<file path="src/logic/tim_geom_pkg.sv">
package tim_geom_pkg;

  // number of interleaved banks, kept a power of two.
  localparam int default_bank_count = 4;

  // 64-bit words held by each bank.
  localparam int default_bank_depth = 256;

  // low address bits that select a byte inside one word.
  localparam int word_offset_bits = 3;

  localparam int byte_bits = 8;
  localparam int bytes_per_word = 1 << word_offset_bits; // byte lanes per word.

  // ram_block gates reads and writes with the bank enable.
  // ram_lut writes on the strobes alone and reads every cycle.
  typedef enum logic {
    ram_block,
    ram_lut
  } ram_style_e;

endpackage

</file>
<file path="src/logic/mem_bus_pkg.sv">
package mem_bus_pkg;

  localparam int addr_width = 32;
  localparam int data_width = 64;
  localparam int strb_width = data_width / 8; // one strobe per byte.

  typedef logic [addr_width-1:0] mem_addr_t;
  typedef logic [data_width-1:0] mem_data_t;
  typedef logic [strb_width-1:0] mem_strb_t;

endpackage

</file>
<file path="src/logic/tim_port_front.sv">
`timescale 1ns/1ps

module tim_port_front #(
  parameter int bank_count = 4,
  parameter int bank_depth = 256
) (
  input  logic                            clock,
  input  logic                            reset,
  input  logic                            valid,
  input  mem_bus_pkg::mem_addr_t          addr,
  input  mem_bus_pkg::mem_strb_t          wstrb,
  input  mem_bus_pkg::mem_data_t          wdata,
  output logic [bank_count-1:0]           bank_en,
  output logic [$clog2(bank_depth)-1:0]   index,
  output mem_bus_pkg::mem_strb_t          bank_wstrb,
  output mem_bus_pkg::mem_data_t          bank_wdata,
  output logic                            r_valid,
  output logic [$clog2(bank_count)-1:0]   r_bank,
  output logic [$clog2(bank_depth)-1:0]   r_index,
  output mem_bus_pkg::mem_strb_t          r_wstrb,
  output mem_bus_pkg::mem_data_t          r_wdata
);

  localparam int bank_bits = $clog2(bank_count);
  localparam int index_bits = $clog2(bank_depth);
  localparam int bank_lsb = tim_geom_pkg::word_offset_bits;
  localparam int index_lsb = bank_lsb + bank_bits;

  logic [bank_bits-1:0] bank;

  assign bank = addr[bank_lsb +: bank_bits]; // consecutive words go to consecutive banks.
  assign index = addr[index_lsb +: index_bits];
  assign bank_wstrb = valid ? wstrb : '0;
  assign bank_wdata = wdata;

  always_comb begin
    bank_en = '0;
    if (valid) begin
      bank_en[bank] = 1'b1;
    end
  end

  always_ff @(posedge clock) begin
    if (!reset) begin
      r_valid <= 1'b0;
    end else begin
      r_valid <= valid;
    end
  end

  // held for the back stage while the banks read.
  always_ff @(posedge clock) begin
    r_bank <= bank;
    r_index <= index;
    r_wstrb <= bank_wstrb;
    r_wdata <= wdata;
  end

  assert property (@(posedge clock) disable iff (!reset)
    valid |-> ((addr >> bank_lsb) < bank_count * bank_depth))
    else $error("tim_port_front: address %h is outside the memory", addr);

endmodule

</file>
<file path="config.mk">
export PLATFORM = sky130hd
export DESIGN_NAME = tim_port_front
export DESIGN_NICKNAME = d
export VERILOG_FILES = /design/src/logic/tim_geom_pkg.sv /design/src/logic/mem_bus_pkg.sv /design/src/logic/tim_port_front.sv
export SDC_FILE = /design/constraint.sdc
export NUM_CORES = 1
export LEC_CHECK = 0
export BUFFER_PORTS_ARGS = -buffer_cell sky130_fd_sc_hd__buf_2
export CAP_MARGIN = 20
export CORE_AREA = 4 4 106 108
export DETAILED_ROUTE_END_ITERATION = 16
export DIE_AREA = 0 0 110 112
export PLACE_DENSITY = 0.6
export SYNTH_ARGS = -nofsm -noshare
export SYNTH_HDL_FRONTEND = slang
export SYNTH_SLANG_ARGS = --single-unit
export TNS_END_PERCENT = 20
</file>
<file path="constraint.sdc">
create_clock -name clock -period 1.1 [get_ports clock]
set_clock_uncertainty 0.05 [all_clocks]
set_input_delay 0.055 -clock clock [delete_from_list [all_inputs] [get_ports clock]]
set_output_delay 0.055 -clock clock [all_outputs]
set_load 0.05 [all_outputs]
</file>
==> flow_metrics.tcl, run 1 <==
set metrics [dict create \
    status "finished, final reports clean" \
    ioPinCount 274 \
    overflow 0 \
    dp_hpwl_um 5110 \
    firstDrtPassIters 4 \
    post-route-min-period_ps 1070 \
    die-area_um2 12300 \
    synth-seq-area-share_pct 71.7 \
    path_buf_inv 3 \
    cts_tree "yes" \
    setup_tns_ps 0 \
    fp-row-count 37 \
    die_h_um 112 \
    via_count 2066 \
    p_int_w 0.00481 \
    cts_buffers 9 \
    start_util_pct 22.6 \
    async_reset_ff_share_pct 0 \
    slew_viol_final 0 \
    track_usage_pct 11.1 \
    clkPwrFrac_pct 29.7 \
    cp_top_family "buffers and inverters" \
    die_w_um 110 \
    worstSetupEndpointType "primary output" \
    finalHoldViolCount 0 \
    rsz0062_at_grt "false" \
    required_ps 1000 \
    area_growth_pct 83.1 \
    crit_chain "dlygate4sd3_1 -> buf_2 -> buf_2" \
    post-cts-setup-buffers 0 \
    tightest_slew_ps 272 \
    port-buffer-count 251 \
    synth_nets 276 \
    ys.flop_type "dfxtp_1" \
    grt_busiest_layer "met2" \
    power_density_nw_per_um2 1720 \
    fmax_ghz 0.933 \
    ir_drop_v 0.000895 \
    max_slew_margin_pct 82.0 \
    final-setup-viol-count 0 \
    antenna_cells 0 \
    h-tree-depth 3 \
    cts.sinks 83 \
    syn_inst 169 \
    fin_crit_sh_pct 97.4 \
    clock_path_buffers 2 \
    grt_pass1_wl_um 10400 \
    p_leak_nw 2.21 \
    use_met1_pct 9.03 \
    drt_iter0_drc 36 \
    min_path_type "input port to flop" \
    yosysTopAreaCell "dfxtp_1" \
    path_max_fanout 2 \
    synth-seq-cells 83 \
    fin_nets 548 \
    grt_max_degree 15 \
    cp_slowest_cell "dlygate4sd3_1" \
    drive_gt1_share_pct 61.9 \
    grt_use_met2_pct 22.3 \
    p_sw_share_pct 34.0 \
    synthTopCellsByArea "dfxtp_1 (72%), buf_4 (23%), and2_2 (1.9%), and3b_2 (0.86%), and2_1 (0.81%)" \
    startpoint_type "input port" \
    core_area_um2 10200 \
    gp_congestion 0.740 \
    routedWlPerCell_um 12.6 \
    synthesis.area_um2 2320 \
    arrival_ps 970 \
    drtAntennaViolNets 0 \
    combPwrFrac_pct 26.4 \
    critPathMaxStageDelay_ps 530 \
    ys_types 8 \
    cp_common_cell "buf_2" \
    clk_pin_slew_worst_paths_ps 80 \
    final_core_util_pct 41.5 \
    grt_util_met3_pct 4.41 \
    p_seq_share_pct 43.8 \
    yosys_warnings 0 \
    synth_top_area_share_pct 71.7 \
    yosysMostFrequentCell "dfxtp_1" \
    synth_commonest_cells "dfxtp_1 (83), buf_4 (72), and2_2 (6), and2_1 (3), and3b_2 (2)" \
    drcViolationCount 0 \
    wirelength_um 7360 \
    synth.avg_cell_area_um2 13.7 \
    antenna_found_initial 0 \
    grt_pass1_vias 2173 \
    critPathKind "input port to primary output" \
    synth_edf_count 0 \
    maxCapViolCount 0 \
    cts-root-buf "clkbuf_8" \
    switching_power_w 0.00248 \
    viasPerCell 3.55 \
]
per-stage QoR:
| step | std cells | instance area [um2] | hold WS, ps | total power [W] | setup WS (ps) |
|---|---|---|---|---|---|
| 5_1_grt | 582 | 4240 | 33.0 | 0.00761 | 0.105 |
| 6_report | 582 | 4240 | 31.5 | 0.00730 | 28.7 |
| 4_1_cts | 582 | 4230 | 12.1 | 0.00740 | 19.2 |
| 3_5_place_dp | 483 | 3190 | 119 | 0.00497 | 293 |
| 2_1_floorplan | 169 | 2320 | 32.7 | 0.00466 | 192 |
| 3_3_place_gp | 483 | 3190 | 118 | 0.00496 | 311 |
cells in the final DEF, fill, tap and decap left out:
cell / n
and2_1: 3
and2_2: 6
and3_2: 1
and3b_2: 2
buf_2: 244
bufinv_16: 1
clkbuf_1: 1
clkbuf_4: 7
clkbuf_8: 10
clkinvlp_4: 3
dfxtp_1: 83
dlygate4sd3_1: 83
inv_6: 1
nor3b_2: 1
sequential cells by signal, summed over array words and instances, names as in the netlist:
signal,flops
r_bank,2
r_wstrb,8
r_wdata,64
r_index,8
r_valid,1
worst paths after layout:
path / startpoint / to / slack, ps / cells after the start
worst max-delay path: wdata[41] / bank_wdata[41] / 30 / 3
worst min-delay path: valid / r_valid / 30 / 2
layout make-up:
type                       count  area [um2]
tap                          136         170
sequential                    83        1660
timing repair buffer         334        2100
clock buffer                  11         141
multi-input combinational     13         104
fill                         937        5990
clock inverter                 5        61.3
metal layers:
layer / vias to the layer above / share of wire, % / wire, um
li1: 993 / - / -
met1: 909 / 31 / 2270
met2: 146 / 55 / 4040
met3: 18 / 12 / 867
met4: 0 / 2.4 / 175
met5: - / 0 / 0
cell families (layout without fill, tap and decap cells):
kind of cell	after synthesis	after routing	synth area share, %
DFF	83	83	71.7
and+or+nand+nor	13	13	4.48
buffers and inverters	73	350	23.8
power by group through the flow:
stage / Sequential [W] / Clock (W) / Combinational (W)
2_1_floorplan: 0.00385 / 0 / 0.000811
5_1_grt: 0.00321 / 0.00239 / 0.00201
6_report: 0.00320 / 0.00217 / 0.00193
3_5_place_dp: 0.00327 / 0 / 0.00170
4_1_cts: 0.00320 / 0.00228 / 0.00192
3_3_place_gp: 0.00327 / 0 / 0.00169
what timing repair did:
item	CTS	global route
setup endpoints to repair	0	7
gates resized for setup	0	7
hold buffers	83	0
hold endpoints to repair	83	0
No activity file was read; power rests on OpenSTA's default activity.
==> run 2, diff against run 1 <==
--- a/config.mk
+++ b/config.mk
@@ -5,12 +5,12 @@
 export SDC_FILE = /design/constraint.sdc
 export NUM_CORES = 1
 export LEC_CHECK = 0
-export BUFFER_PORTS_ARGS = -buffer_cell sky130_fd_sc_hd__buf_2
 export CAP_MARGIN = 20
-export CORE_AREA = 4 4 106 108
+export CORE_AREA = 4 4 105 107
 export DETAILED_ROUTE_END_ITERATION = 16
-export DIE_AREA = 0 0 110 112
-export PLACE_DENSITY = 0.6
+export DIE_AREA = 0 0 109 111
+export DONT_BUFFER_PORTS = 1
+export PLACE_DENSITY = 0.38
 export SYNTH_ARGS = -nofsm -noshare
 export SYNTH_HDL_FRONTEND = slang
 export SYNTH_SLANG_ARGS = --single-unit
==> constraint.sdc (replaced) <==
create_clock -name clock -period 1.3 [get_ports clock]
set_clock_uncertainty 0.05 [all_clocks]
set_input_delay 0.065 -clock clock [delete_from_list [all_inputs] [get_ports clock]]
set_output_delay 0.065 -clock clock [all_outputs]
set_load 0.05 [all_outputs]
==> run 2 against run 1 <==
Global-route usage decreased by 2.9 points. Critical path depth unchanged. First-iteration DRC count decreased by 14%. Cell count decreased by 43%. Largest cell class is now sequential cells. Sequential cell count unchanged. Worst hold slack improved by 17 ps. Largest power group unchanged. Non-clock buffer count decreased by 250. Sequential power about the same. Clock-buffer cell count increased by 1.
==> flow_metrics.tcl, run 2 (same netlist as run 1, synthesis figures left out) <==
set metrics [dict create \
    status "finished, final reports clean" \
    fin_crit_sh_pct 94.1 \
    antenna_found_initial 1 \
    firstDrtPassIters 4 \
    fp-row-count 37 \
    port-buffer-count 0 \
    min_path_type "input port to flop" \
    routedWlPerCell_um 15.7 \
    drcViolationCount 0 \
    max_slew_margin_pct 64.7 \
    total_power_w 0.00542 \
    slew_viol_final 0 \
    power_density_nw_per_um2 1820 \
    p_leak_nw 1.20 \
    ir_drop_v 0.000538 \
    startpoint_type "input port" \
    min-delay-start "wstrb[3]" \
    final_common_cell "dfxtp_1" \
    grt_pass1_vias 1351 \
    cts.sinks 83 \
    post-route-min-period_ps 1220 \
    rsz0062_at_grt "false" \
    required_ps 1480 \
    final-setup-viol-count 0 \
    ioPinCount 274 \
    mostFrequentLayoutCells "dfxtp_1 (83), dlygate4sd3_1 (80), clkbuf_8 (9), and2_2 (6), buf_4 (4)" \
    grt_max_degree 14 \
    largest_register_ffs 64 \
    gp_congestion 0.646 \
    grt_pass1_wl_um 7200 \
    maxCapViolCount 0 \
    die_w_um 109 \
    wirelength_um 5230 \
    fmax_ghz 0.818 \
    worstSetupEndpointType "flop" \
    viasPerCell 3.48 \
    start_util_pct 22.9 \
    drtAntennaViolNets 0 \
    seqCellArea_um2 1660 \
    critPathKind "input port to flop" \
    reg_top3 "r_wdata: 64 flops, r_index: 8 flops, r_wstrb: 8 flops" \
    arrival_ps 1400 \
    track_usage_pct 8.24 \
    tightest_slew_ps 529 \
    setup_tns_ps 0 \
    core_area_um2 10100 \
    overflow 0 \
    multi_input_area_um2 104 \
    area_growth_pct 28.6 \
    fin_nets 298 \
    cts-root-buf "clkbuf_8" \
    fill_cells 1042 \
    clk_pin_slew_worst_paths_ps 70 \
    drive_gt1_share_pct 13.8 \
    finalHoldViolCount 0 \
    ctsResizeCount 0 \
    cts_tree "yes" \
    via_count 1160 \
    cts_buffers 9 \
    hold_depth 1 \
    die_h_um 111 \
    clock_path_buffers 2 \
    dp_hpwl_um 3740 \
    regMostFlops "r_wdata" \
    die-area_um2 12100 \
    drt_iter0_drc 31 \
    min_to "r_wstrb[3]" \
    h-tree-depth 3 \
    path_max_fanout 7 \
]
==> run 2: metal layers <==
metal	routed length, um	vias to the layer above	global-route usage, %
li1	-	492	-
met1	1510	518	6.60
met2	2710	137	14.1
met3	869	13	5.77
met4	132	0	5.22
met5	0	-	0
==> run 2: critical path, cell delays in order <==
cell,delay (ps)
dlygate4sd3_1,610
and2_2,190
dlygate4sd3_1,540
==> run 2: final cells by class <==
type / count / area share [%]
flip-flops and latches: 83 / 55.8
repair buffers: 84 / 27.9
well taps: 136 / 5.71
clock buffers: 12 / 4.54
multi-input cells: 13 / 3.49
clock inverters: 4 / 2.52
diodes: 1 / 0.0840
==> run 2: through the flow <==
step                util, %  instances  setup WS [ps]  hold WS, ps  cell area [um2]
floorplan                 -        169            372         42.7             2320
global placement       19.4        236            555         43.0             1970
detailed placement     19.4        236            540         43.0             1970
CTS                    29.3        331           75.7        0.401             2970
global route           29.4        333           18.8         14.3             2980
finish                 29.4        333           76.8         48.2             2980
==> run 2: what timing repair did <==
item | in CTS | in global routing
hold buffers | 79 | 1
setup buffers | 0 | 0
endpoints found under the hold margin | 81 | 2
==> run 2: how the worst max path moves through the flow <==
| stage | startpoint | endpoint | slack [ps] | cells past startpoint |
|---|---|---|---|---|
| detailed placement | r_index[1] | r_index[1] | 540 | 0 |
| finish | valid | r_valid | 80 | 3 |
| floorplan | valid | bank_en[0] | 370 | 2 |
| CTS | valid | bank_wstrb[4] | 80 | 3 |
| global route | valid | bank_wstrb[4] | 20 | 3 |
| global placement | r_wstrb[5] | r_wstrb[5] | 560 | 0 |
==> run 2: where the power goes <==
| group | internal, W | switching [W] |
|---|---|---|
| Combinational | 0.000181 | 0.000111 |
| Sequential | 0.00268 | 0.000541 |
| Clock | 0.00108 | 0.000828 |
| Total | 0.00394 | 0.00148 |
