### config.mk
export PLATFORM = sky130hd
export DESIGN_NAME = tim_resp_merge
export DESIGN_NICKNAME = d
export VERILOG_FILES = /design/src/logic/tim_geom_pkg.sv /design/src/logic/mem_bus_pkg.sv /design/src/logic/tim_resp_merge.sv
export SDC_FILE = /design/constraint.sdc
export NUM_CORES = 1
export LEC_CHECK = 0
export BUFFER_PORTS_ARGS = -buffer_cell sky130_fd_sc_hd__buf_4
export CORE_AREA = 2 2 293 295
export DETAILED_ROUTE_END_ITERATION = 12
export DIE_AREA = 0 0 295 297
export PLACE_DENSITY = 0.3
export SYNTH_ARGS = -nofsm -noshare
export SYNTH_HDL_FRONTEND = slang
export SYNTH_SLANG_ARGS = --single-unit
### constraint.sdc
create_clock -name vclk -period 2.7
set_input_delay 0.405 -clock vclk [all_inputs]
set_output_delay 0.405 -clock vclk [all_outputs]
set_load 0.02 [all_outputs]
### src/logic/tim_geom_pkg.sv
package tim_geom_pkg;

  // number of interleaved banks, kept a power of two.
  localparam int default_bank_count = 4;

  // 64-bit words held by each bank.
  localparam int default_bank_depth = 256;

  // low address bits that select a byte inside one word.
  localparam int word_offset_bits = 3;

  localparam int byte_bits = 8;
  localparam int bytes_per_word = 1 << word_offset_bits; // byte lanes per word.

  // ram_block gates reads and writes with the bank enable.
  // ram_lut writes on the strobes alone and reads every cycle.
  typedef enum logic {
    ram_block,
    ram_lut
  } ram_style_e;

endpackage

### src/logic/mem_bus_pkg.sv
package mem_bus_pkg;

  localparam int addr_width = 32;
  localparam int data_width = 64;
  localparam int strb_width = data_width / 8; // one strobe per byte.

  typedef logic [addr_width-1:0] mem_addr_t;
  typedef logic [data_width-1:0] mem_data_t;
  typedef logic [strb_width-1:0] mem_strb_t;

endpackage

### src/logic/tim_resp_merge.sv
`timescale 1ns/1ps

module tim_resp_merge #(
  parameter int bank_count = 4,
  parameter int bank_depth = 256
) (
  input  logic                            p0_valid,
  input  logic                            p1_valid,
  input  logic [$clog2(bank_count)-1:0]   p0_bank,
  input  logic [$clog2(bank_count)-1:0]   p1_bank,
  input  logic [$clog2(bank_depth)-1:0]   p0_index,
  input  logic [$clog2(bank_depth)-1:0]   p1_index,
  input  mem_bus_pkg::mem_strb_t          p0_wstrb,
  input  mem_bus_pkg::mem_strb_t          p1_wstrb,
  input  mem_bus_pkg::mem_data_t          p0_wdata,
  input  mem_bus_pkg::mem_data_t          bank0_rdata [bank_count],
  input  mem_bus_pkg::mem_data_t          bank1_rdata [bank_count],
  output logic                            mem0_ready,
  output logic                            mem1_ready,
  output mem_bus_pkg::mem_data_t          mem0_rdata,
  output mem_bus_pkg::mem_data_t          mem1_rdata
);

  localparam int byte_bits = tim_geom_pkg::byte_bits;
  localparam int lanes = tim_geom_pkg::bytes_per_word;

  logic p0_write;
  logic p1_write;
  logic same_word;
  logic forward;

  assign p0_write = p0_valid && |p0_wstrb;
  assign p1_write = p1_valid && |p1_wstrb;
  assign same_word = (p0_bank == p1_bank) && (p0_index == p1_index);

  // port 1 read the old word at the same edge that port 0 wrote it.
  assign forward = p0_write && p1_valid && !p1_write && same_word;

  assign mem0_ready = p0_valid;
  assign mem1_ready = p1_valid;
  assign mem0_rdata = bank0_rdata[p0_bank];

  always_comb begin
    mem1_rdata = bank1_rdata[p1_bank];
    if (forward) begin
      for (int i = 0; i < lanes; i++) begin
        if (p0_wstrb[i]) begin
          mem1_rdata[i*byte_bits +: byte_bits] = p0_wdata[i*byte_bits +: byte_bits];
        end
      end
    end
  end

endmodule

==> reports/qor.yml, run 1 <==
synthesis:
  synth-seq-area-share_pct: 0
  ys_types: 19
  avgSynthCellArea_um2: 17.2
  synth_cells: 256
  netlist_area_um2: 4400
  yosysWarnings: 0
  synth_nets: 870
timing:
  finalSetupTns_ps: -7000
  finalHoldViolCount: 0
  finalWorstSetupSlack_ps: -162
  finalCritPeriodShare_pct: 106
  setup_violations: 64
  holdWs_ps: 1030
  drv_slew: 0
  rsz0062_at_grt: "yes"
  tightest_slew_ps: 841
  relSlewSlack_pct: 43.7
  max_clock_freq_ghz: 0.349
  period_needed_ps: 2860
cts:
  cts_setup_buffers: 0
  cts_hold_buf: 0
die:
  die_height_um: 297
  fp.dieArea_um2: 87600
  die_w_um: 295
  io_pins: 744
  rows: 107
  core_area_um2: 84500
  initial_core_util_pct: 5.21
layout:
  final_cell_mix: "buf_4, mux4_2, buf_6"
  syn2layout_area_growth_pct: 170
  clkbuf_count: 0
  nNetsFinal: 1619
  layout-drive-gt1-share_pct: 92.2
  final_common_cell: "buf_4"
  regArea_um2: 0
  nFlopsAndLatches: 0
  utilization_pct: 14.1
  fillCellCount: 9614
  multi_input_area_um2: 4270
worst_setup_path:
  critPathMaxStageDelay_ps: 560
  cp-start-kind: "primary input"
  path_cells: "buf_6 -> or4b_4 -> nor4_4 -> buf_12 -> nand4_4 -> mux2_2 -> buf_4"
  crit_fanout: 8
  crit_required_ps: 2300
  cp_data_arrival_time_ps: 2460
  crit_slowest_cell: "or4b_4"
  endpoint_kind: "primary output"
  path_class: "in2out"
placement:
  place_congestion: 0.889
  dpl_worst_slack_ps: -264
  port_buffers: 744
  hpwlAfterDp_um: 47900
route:
  dr_wl_met2_um: 27100
  drtIter0Drc: 217
  via_count: 6432
  drt-total-wl_um: 51200
  ant_nets: 0
  drt_pass1_iterations: 6
  wl_met3_um: 5590
  wl_per_cell_um: 23.8
  drc_errors: 0
  viasPerCell: 2.99
  wirelength_met1_um: 18000
  top_layer_used: "met5"
power:
  p_total_mw: 2.18
  switching_share_pct: 42.1
  p_int_mw: 1.26
  seqPwrFrac_pct: 0
  p_clk_share_pct: 0
  p_leak_nw: 5.39
  combinationalPowerShare_pct: 100.0
  p_switching_uw: 920
  cellPowerDensity_nw_per_um2: 184
  vdd_ir_drop_max_mv: 0.0648
global_route:
  antenna_found_initial: 19
  gr-total-overflow: 0
  grtUsageTotal_pct: 10.9
  grt_max_degree: 60
  grt_pass1_vias: 7444
  grt_pass1_wl_um: 65000
min_path:
  worstHoldStart: "p1_valid"
  holdPathEnd: "mem1_ready"
  holdPathStages: 2
  hp-class: "in2out"
outcome:
  violations: "setup timing"
  status: "finished with violations"
job:
  drv_cap: 0
==> cells in the mapped netlist <==
cell type	n	area share [%]
clkbuf_8	6	1.9
buf_8	1	0.34
buf_4	2	0.34
buf_6	7	1.8
nand4_2	8	2.3
clkbuf_1	5	0.43
nor4_1	2	0.28
xor2_1	10	2.0
mux4_1	57	34
nor4b_1	8	1.6
or4_2	1	0.20
or4b_2	1	0.23
mux4_2	71	36
mux2_2	64	16
buf_1	9	0.77
nor4_4	1	0.48
nor4_2	1	0.28
nand2b_1	1	0.14
a211oi_2	1	0.28
==> cell type report <==
type                       count  share of cell area, %
antenna                        4                 0.0841
tap                         1144                   12.0
multi-input combinational    226                   35.9
timing repair buffer         777                   52.0
==> power groups by stage <==
stage | clock network [mW] | registers (mW) | logic [mW]
after floorplan | 0 | 0 | 0.824
after global placement | 0 | 0 | 2.14
after detailed placement | 0 | 0 | 2.16
after CTS | 0 | 0 | 2.25
after global routing | 0.000000101 | 0 | 2.32
final | 0.000000202 | 0 | 2.18
==> repair_timing <==
action | CTS | global route
resized for setup | 79 | 0
setup endpoints to repair | 64 | 64
pin swaps | 7 | 0
==> critical path: cells and delay by family <==
family / cells / cell delay (ps)
buffers and inverters: 3 / 450
multiplexers: 1 / 400
AND/OR/NAND/NOR: 3 / 1180
==> per-stage QoR <==
stage	instance area, um2	instances
after floorplan	4420	256
after global placement	11600	2147
after detailed placement	11600	2147
after CTS	11900	2147
after global routing	11900	2149
final	11900	2151
==> logic make-up (layout without fill, tap and decap cells) <==
kind of cell / count (synthesis) / count (layout) / synth area share, %
mux: 192 / 192 / 86.7
compound gates: 1 / 1 / 0.284
buf+inv: 30 / 777 / 5.54
simple gates: 23 / 23 / 5.48
other cells: 0 / 4 / 0
xor+xnor: 10 / 10 / 1.99
==> routing by layer <==
| metal | GRT usage [%] | vias up |
|---|---|---|
| met5 | 0 | - |
| met4 | 0.948 | 12 |
| met3 | 3.86 | 34 |
| met2 | 21.0 | 463 |
| met1 | 11.6 | 3128 |
| li1 | - | 2795 |
==> worst max-delay path by stage <==
stage / startpoint / end / depth (start not counted)
floorplan: p1_wstrb[3] / mem1_rdata[0] / 4
CTS: p1_wstrb[2] / mem1_rdata[16] / 8
finish: p1_wstrb[2] / mem1_rdata[11] / 7
global placement: p1_wstrb[3] / mem1_rdata[0] / 8
global route: p1_wstrb[2] / mem1_rdata[15] / 7
detailed placement: p1_wstrb[3] / mem1_rdata[7] / 8
(Power assumes the default switching activity.)
==> run 2, diff against run 1 <==
--- a/config.mk
+++ b/config.mk
@@ -10,6 +10,7 @@
 export DETAILED_ROUTE_END_ITERATION = 12
 export DIE_AREA = 0 0 295 297
 export PLACE_DENSITY = 0.3
+export SKIP_LAST_GASP = 1
 export SYNTH_ARGS = -nofsm -noshare
 export SYNTH_HDL_FRONTEND = slang
 export SYNTH_SLANG_ARGS = --single-unit
==> constraint.sdc (replaced) <==
create_clock -name vclk -period 3.63
set_input_delay 0.5445 -clock vclk [all_inputs]
set_output_delay 0.5445 -clock vclk [all_outputs]
set_load 0.02 [all_outputs]
==> run 2 against run 1 <==
The flow now finishes without violations. Combinational power is 29% lower. Core utilization decreased by 0.58 points. Non-clock buffer count fell by 10. First-iteration DRC count down 18%. Count of clock-buffer cells in the layout unchanged. Via count is 1.2% lower. Final cell count is 0.28% lower. Critical path depth up 1. Global-route usage down 0.58 points. Die area unchanged. Total power shrank 29%. Critical path type unchanged. Critical endpoint is now mem1_rdata[61]. Highest routed layer is now met4.
==> reports/qor.yml, run 2 (synthesized netlist as in run 1, its figures left out) <==
route:
  viasPerCell: 2.96  # was 2.99
  drt_pass1_iterations: 4  # was 6
  via_count: 6357  # was 6432
  drc_errors: 0  # unchanged
  drtIter0Drc: 179  # was 217
  wl_per_cell_um: 22.8  # was 23.8 um
  drt-total-wl_um: 49000  # was 51200 um
  ant_nets: 0  # unchanged
timing:
  drv_slew: 0  # unchanged
  finalSetupTns_ps: 0  # was -7000 ps
  finalHoldViolCount: 0  # unchanged
  finalCritPeriodShare_pct: 92.3
  period_needed_ps: 3350
  max_clock_freq_ghz: 0.299
  relSlewSlack_pct: 29.1  # was 43.7%
  setup_violations: 0  # was 64
  rsz0062_at_grt: "no"  # was yes
  tightest_slew_ps: 1060  # was 841 ps
global_route:
  antenna_found_initial: 11  # was 19
  gr-total-overflow: 0  # unchanged
  grt_pass1_wl_um: 61700  # was 65000 um
  grt_pass1_vias: 7144  # was 7444
  grt_max_degree: 65  # was 60
  grtUsageTotal_pct: 10.3  # was 10.9%
placement:
  place_congestion: 0.900  # was 0.889
  place_area_um2: 11400  # was 11600 um2
  hpwlAfterDp_um: 45100  # was 47900 um
  port_buffers: 744  # unchanged
layout:
  fillCellCount: 9650  # was 9614
  layout-drive-gt1-share_pct: 92.1  # was 92.2%
  nFlopsAndLatches: 0  # unchanged
  final_cell_mix: "buf_4, mux4_2, mux2_2"  # was buf_4, mux4_2, buf_6
  utilization_pct: 13.5  # was 14.1%
  regArea_um2: 0  # unchanged
  final_common_cell: "buf_4"  # unchanged
  syn2layout_area_growth_pct: 159  # was 170%
  clkbuf_count: 0  # unchanged
  nNetsFinal: 1609  # was 1619
  stdcell_area_um2: 11400  # was 11900 um2
cts:
  cts_hold_buf: 0  # unchanged
  cts_setup_buffers: 0  # unchanged
  cts_resized: 0  # was 79
power:
  cellPowerDensity_nw_per_um2: 136  # was 184 nW/um2
  vdd_ir_drop_max_mv: 0.0476  # was 0.0648 mV
  p_total_mw: 1.55  # was 2.18 mW
  p_leak_nw: 5.18  # was 5.39 nW
min_path:
  holdPathStages: 2  # unchanged
  holdPathEnd: "mem0_ready"  # was mem1_ready
  hp-class: "in2out"  # unchanged
  worstHoldStart: "p0_valid"  # was p1_valid
die:
  rows: 107  # unchanged
  io_pins: 744  # unchanged
  initial_core_util_pct: 5.21  # unchanged
  die_height_um: 297  # unchanged
  core_area_um2: 84500  # unchanged
  fp.dieArea_um2: 87600  # unchanged
  die_w_um: 295  # unchanged
worst_setup_path:
  cp-start-kind: "primary input"  # unchanged
  cp_data_arrival_time_ps: 2800  # was 2460 ps
  endpoint_kind: "primary output"  # unchanged
  crit_fanout: 8  # unchanged
  path_class: "in2out"  # unchanged
  crit_required_ps: 3090  # was 2300 ps
job:
  drv_cap: 0  # unchanged
outcome:
  status: "completed"  # was finished with violations
## run 2: changes by cell type in the layout (fill, tap and decap cells not counted), sizes merged
| cell | change |
|---|---|
| diode | +4 |
| buf | -10 |
## run 2: power by group
group / internal [mW] / switching [mW] / leakage (nW) / total [mW]
registers: 0 / 0 / 0 / 0
logic: 0.885 / 0.664 / 5.18 / 1.55
clock network: 0.000000257 / 0 / 0.0000507 / 0.000000257
total: 0.885 / 0.664 / 5.18 / 1.55
## run 2: how the worst max path moves through the flow
| stage | end | start |
|---|---|---|
| finish | mem1_rdata[61] | p1_wstrb[1] |
| global route | mem1_rdata[61] | p1_wstrb[1] |
| CTS | mem1_rdata[61] | p1_wstrb[1] |
| detailed placement | mem1_rdata[61] | p1_wstrb[1] |
| global placement | mem1_rdata[61] | p1_wstrb[1] |
| floorplan | mem1_rdata[0] | p1_wstrb[1] |
## run 2: area by class of cell
cell class | instances | area (um2) | share of cell area (%)
tap | 1144 | 1430 | 12.5
timing repair buffer | 767 | 5800 | 50.8
multi-input combinational | 226 | 4160 | 36.5
antenna | 8 | 20.0 | 0.176
## run 2: layer usage
metal  share of wire, %  track usage, %  vias to the layer above  wire length, um
met4                2.7            2.65                        0             1340
met3                9.9            3.37                       35             4840
met5                  0               0                        -                0
met1                 36            11.0                     3081            17500
li1                   -               -                     2777                -
met2                 52            19.3                      464            25300
## run 2: worst max-delay path, stage by stage
cell	delay (ps)
buf_4	110
or4b_2	720
nor4_4	310
buf_4	250
nand4_2	130
buf_4	240
mux2_2	300
buf_4	180
## run 2: metrics by stage
stage / cells / worst slack, ps / hold slack [ps]
floorplan: 256 / 552 / 1200
global placement: 2137 / 242 / 1380
detailed placement: 2137 / 229 / 1380
CTS: 2137 / 223 / 1380
global route: 2141 / 176 / 1380
finish: 2145 / 281 / 1370
==> run 3, diff against run 2 <==
--- a/config.mk
+++ b/config.mk
@@ -10,6 +10,7 @@
 export DETAILED_ROUTE_END_ITERATION = 12
 export DIE_AREA = 0 0 295 297
 export PLACE_DENSITY = 0.3
+export REMOVE_ABC_BUFFERS = 1
 export SKIP_LAST_GASP = 1
 export SYNTH_ARGS = -nofsm -noshare
 export SYNTH_HDL_FRONTEND = slang
==> run 3 against run 2 <==
Global-route usage grew 0.62 points. Core utilization is essentially flat. Via count shrank 0.55%. Setup slack lost 44 ps. Die area is the same. First-iteration DRC count grew 31%. Fmax shrank 1.3%. Wire length grew 5.7%. Hold slack lost 52 ps. Critical path type unchanged. Critical endpoint is now mem1_rdata[3]. Largest cell class unchanged. Highest routed layer is now met5.
==> reports/qor.yml, run 3 (synthesized netlist as in run 1, its figures left out) <==
outcome:
  status: "completed"  # unchanged
layout:
  fillCellCount: 9685  # was 9650
  final_cell_mix: "buf_4, mux4_2, mux2_2"  # unchanged
  regArea_um2: 0  # unchanged
  stdcell_area_um2: 11400  # about the same
  nNetsFinal: 1603  # was 1609
  final_common_cell: "buf_4"  # unchanged
  syn2layout_area_growth_pct: 158  # was 159%
  nFlopsAndLatches: 0  # unchanged
  layout-drive-gt1-share_pct: 92.2  # was 92.1%
  clkbuf_count: 0  # unchanged
global_route:
  grtUsageTotal_pct: 10.9  # was 10.3%
  grt_pass1_wl_um: 64500  # was 61700 um
  gr-total-overflow: 0  # unchanged
  grt_max_degree: 65  # unchanged
  antenna_found_initial: 12  # was 11
  grt_pass1_vias: 7090  # was 7144
job:
  drv_cap: 0  # unchanged
power:
  p_clk_share_pct: 0  # about the same
  p_int_uw: 883  # was 885 uW
  cellPowerDensity_nw_per_um2: 135  # was 136 nW/um2
  seqPwrFrac_pct: 0  # about the same
  vdd_ir_drop_max_mv: 0.0449  # was 0.0476 mV
  p_switching_uw: 658  # was 664 uW
  switching_share_pct: 42.7  # was 42.9%
  p_leak_nw: 5.17  # was 5.18 nW
  combinationalPowerShare_pct: 100.0  # about the same
worst_setup_path:
  path_cells: "buf_4 -> or4b_2 -> nor4_4 -> buf_12 -> nand4_2 -> mux2_2 -> buf_4"  # was buf_4 -> or4b_2 -> nor4_4 -> buf_4 -> nand4_2 -> buf_4 -> mux2_2 -> buf_4
  crit_slowest_cell: "or4b_2"  # unchanged
  path_class: "in2out"  # unchanged
  crit_fanout: 8  # unchanged
  cp_data_arrival_time_ps: 2850  # was 2800 ps
  cp-start-kind: "primary input"  # unchanged
  crit_required_ps: 3090  # about the same
  timing.critical_path.mode_cell: "buf_4"  # unchanged
  endpoint_kind: "primary output"  # unchanged
  critPathMaxStageDelay_ps: 710  # was 720 ps
timing:
  period_needed_ps: 3390  # was 3350 ps
  finalSetupTns_ps: 0  # unchanged
  max_clock_freq_ghz: 0.295  # was 0.299 GHz
  setup_violations: 0  # unchanged
  finalHoldViolCount: 0  # unchanged
  holdWs_ps: 1320  # was 1370 ps
  finalCritPeriodShare_pct: 93.5  # was 92.3%
  tightest_slew_ps: 631  # was 1060 ps
  relSlewSlack_pct: 57.8  # was 29.1%
  rsz0062_at_grt: "no"  # unchanged
  drv_slew: 0  # unchanged
placement:
  place_area_um2: 11400  # about the same
  port_buffers: 744  # unchanged
  hpwlAfterDp_um: 48100  # was 45100 um
  place_congestion: 0.798  # was 0.900
cts:
  cts_setup_buffers: 0  # unchanged
  cts_resized: 0  # unchanged
  cts_hold_buf: 0  # unchanged
min_path:
  hp-class: "in2out"  # unchanged
  holdPathStages: 2  # unchanged
  holdPathEnd: "mem0_ready"  # unchanged
  worstHoldStart: "p0_valid"  # unchanged
die:
  die_height_um: 297  # unchanged
  initial_core_util_pct: 5.21  # unchanged
  rows: 107  # unchanged
  io_pins: 744  # unchanged
  core_area_um2: 84500  # unchanged
  die_w_um: 295  # unchanged
  fp.dieArea_um2: 87600  # unchanged
route:
  via_count: 6322  # was 6357
  drt_pass1_iterations: 4  # unchanged
  drtIter0Drc: 234  # was 179
  wl_per_cell_um: 24.3  # was 22.8 um
  viasPerCell: 2.96  # about the same
  ant_nets: 0  # unchanged
  drc_errors: 0  # unchanged
  drt-total-wl_um: 51800  # was 49000 um
run 3: cell types whose count changed in the layout (fill, tap and decap cells not counted), sizes merged:
cell,before,now
buf,767,761
diode,8,2
run 3: power groups by stage:
stage	logic, mW	registers [mW]	clock network, mW
2_1_floorplan	0.543	0	0
3_3_place_gp	1.59	0	0
3_5_place_dp	1.59	0	0
4_1_cts	1.60	0	0
5_1_grt	1.64	0	0.0000000369
6_report	1.54	0	0.0000000755
run 3: how the worst max path moves through the flow:
stage / endpoint / start / slack, ps / cells past startpoint
after floorplan: mem1_rdata[0] / p1_wstrb[1] / 550 / 4
after global placement: mem1_rdata[61] / p1_wstrb[1] / 200 / 7
after detailed placement: mem1_rdata[61] / p1_wstrb[1] / 210 / 7
after CTS: mem1_rdata[61] / p1_wstrb[1] / 180 / 7
after global routing: mem1_rdata[59] / p1_wstrb[1] / 100 / 7
final: mem1_rdata[3] / p1_wstrb[1] / 240 / 7
run 3: metrics by stage:
stage / power [mW] / setup slack [ps] / cells / util [%]
finish: 1.54 / 237 / 2133 / 13.5
global placement: 1.59 / 197 / 2131 / 13.5
CTS: 1.60 / 182 / 2131 / 13.5
global route: 1.64 / 104 / 2132 / 13.5
floorplan: 0.543 / 552 / 226 / -
detailed placement: 1.59 / 208 / 2131 / 13.5
run 3: cell type report:
cell class                 instances  area, um2  area share, %
antenna                            2       5.00         0.0440
multi-input combinational        226       4170           36.6
tap                             1144       1430           12.6
timing repair buffer             761       5780           50.8
run 3: metal layers:
| layer | track usage [%] | vias to the layer above | part of all wire [%] | wire [um] |
|---|---|---|---|---|
| met2 | 22.1 | 442 | 55 | 28500 |
| met4 | 0.158 | 8 | 0.36 | 186 |
| li1 | - | 2757 | - | - |
| met3 | 2.66 | 22 | 7.9 | 4110 |
| met1 | 11.9 | 3093 | 37 | 19000 |
| met5 | 0 | - | 0.093 | 48 |
run 3: critical path, delay by kind of cell:
family,cells,cell delay (ps)
multiplexers,1,400
AND/OR/NAND/NOR,3,1420
buffers and inverters,3,470
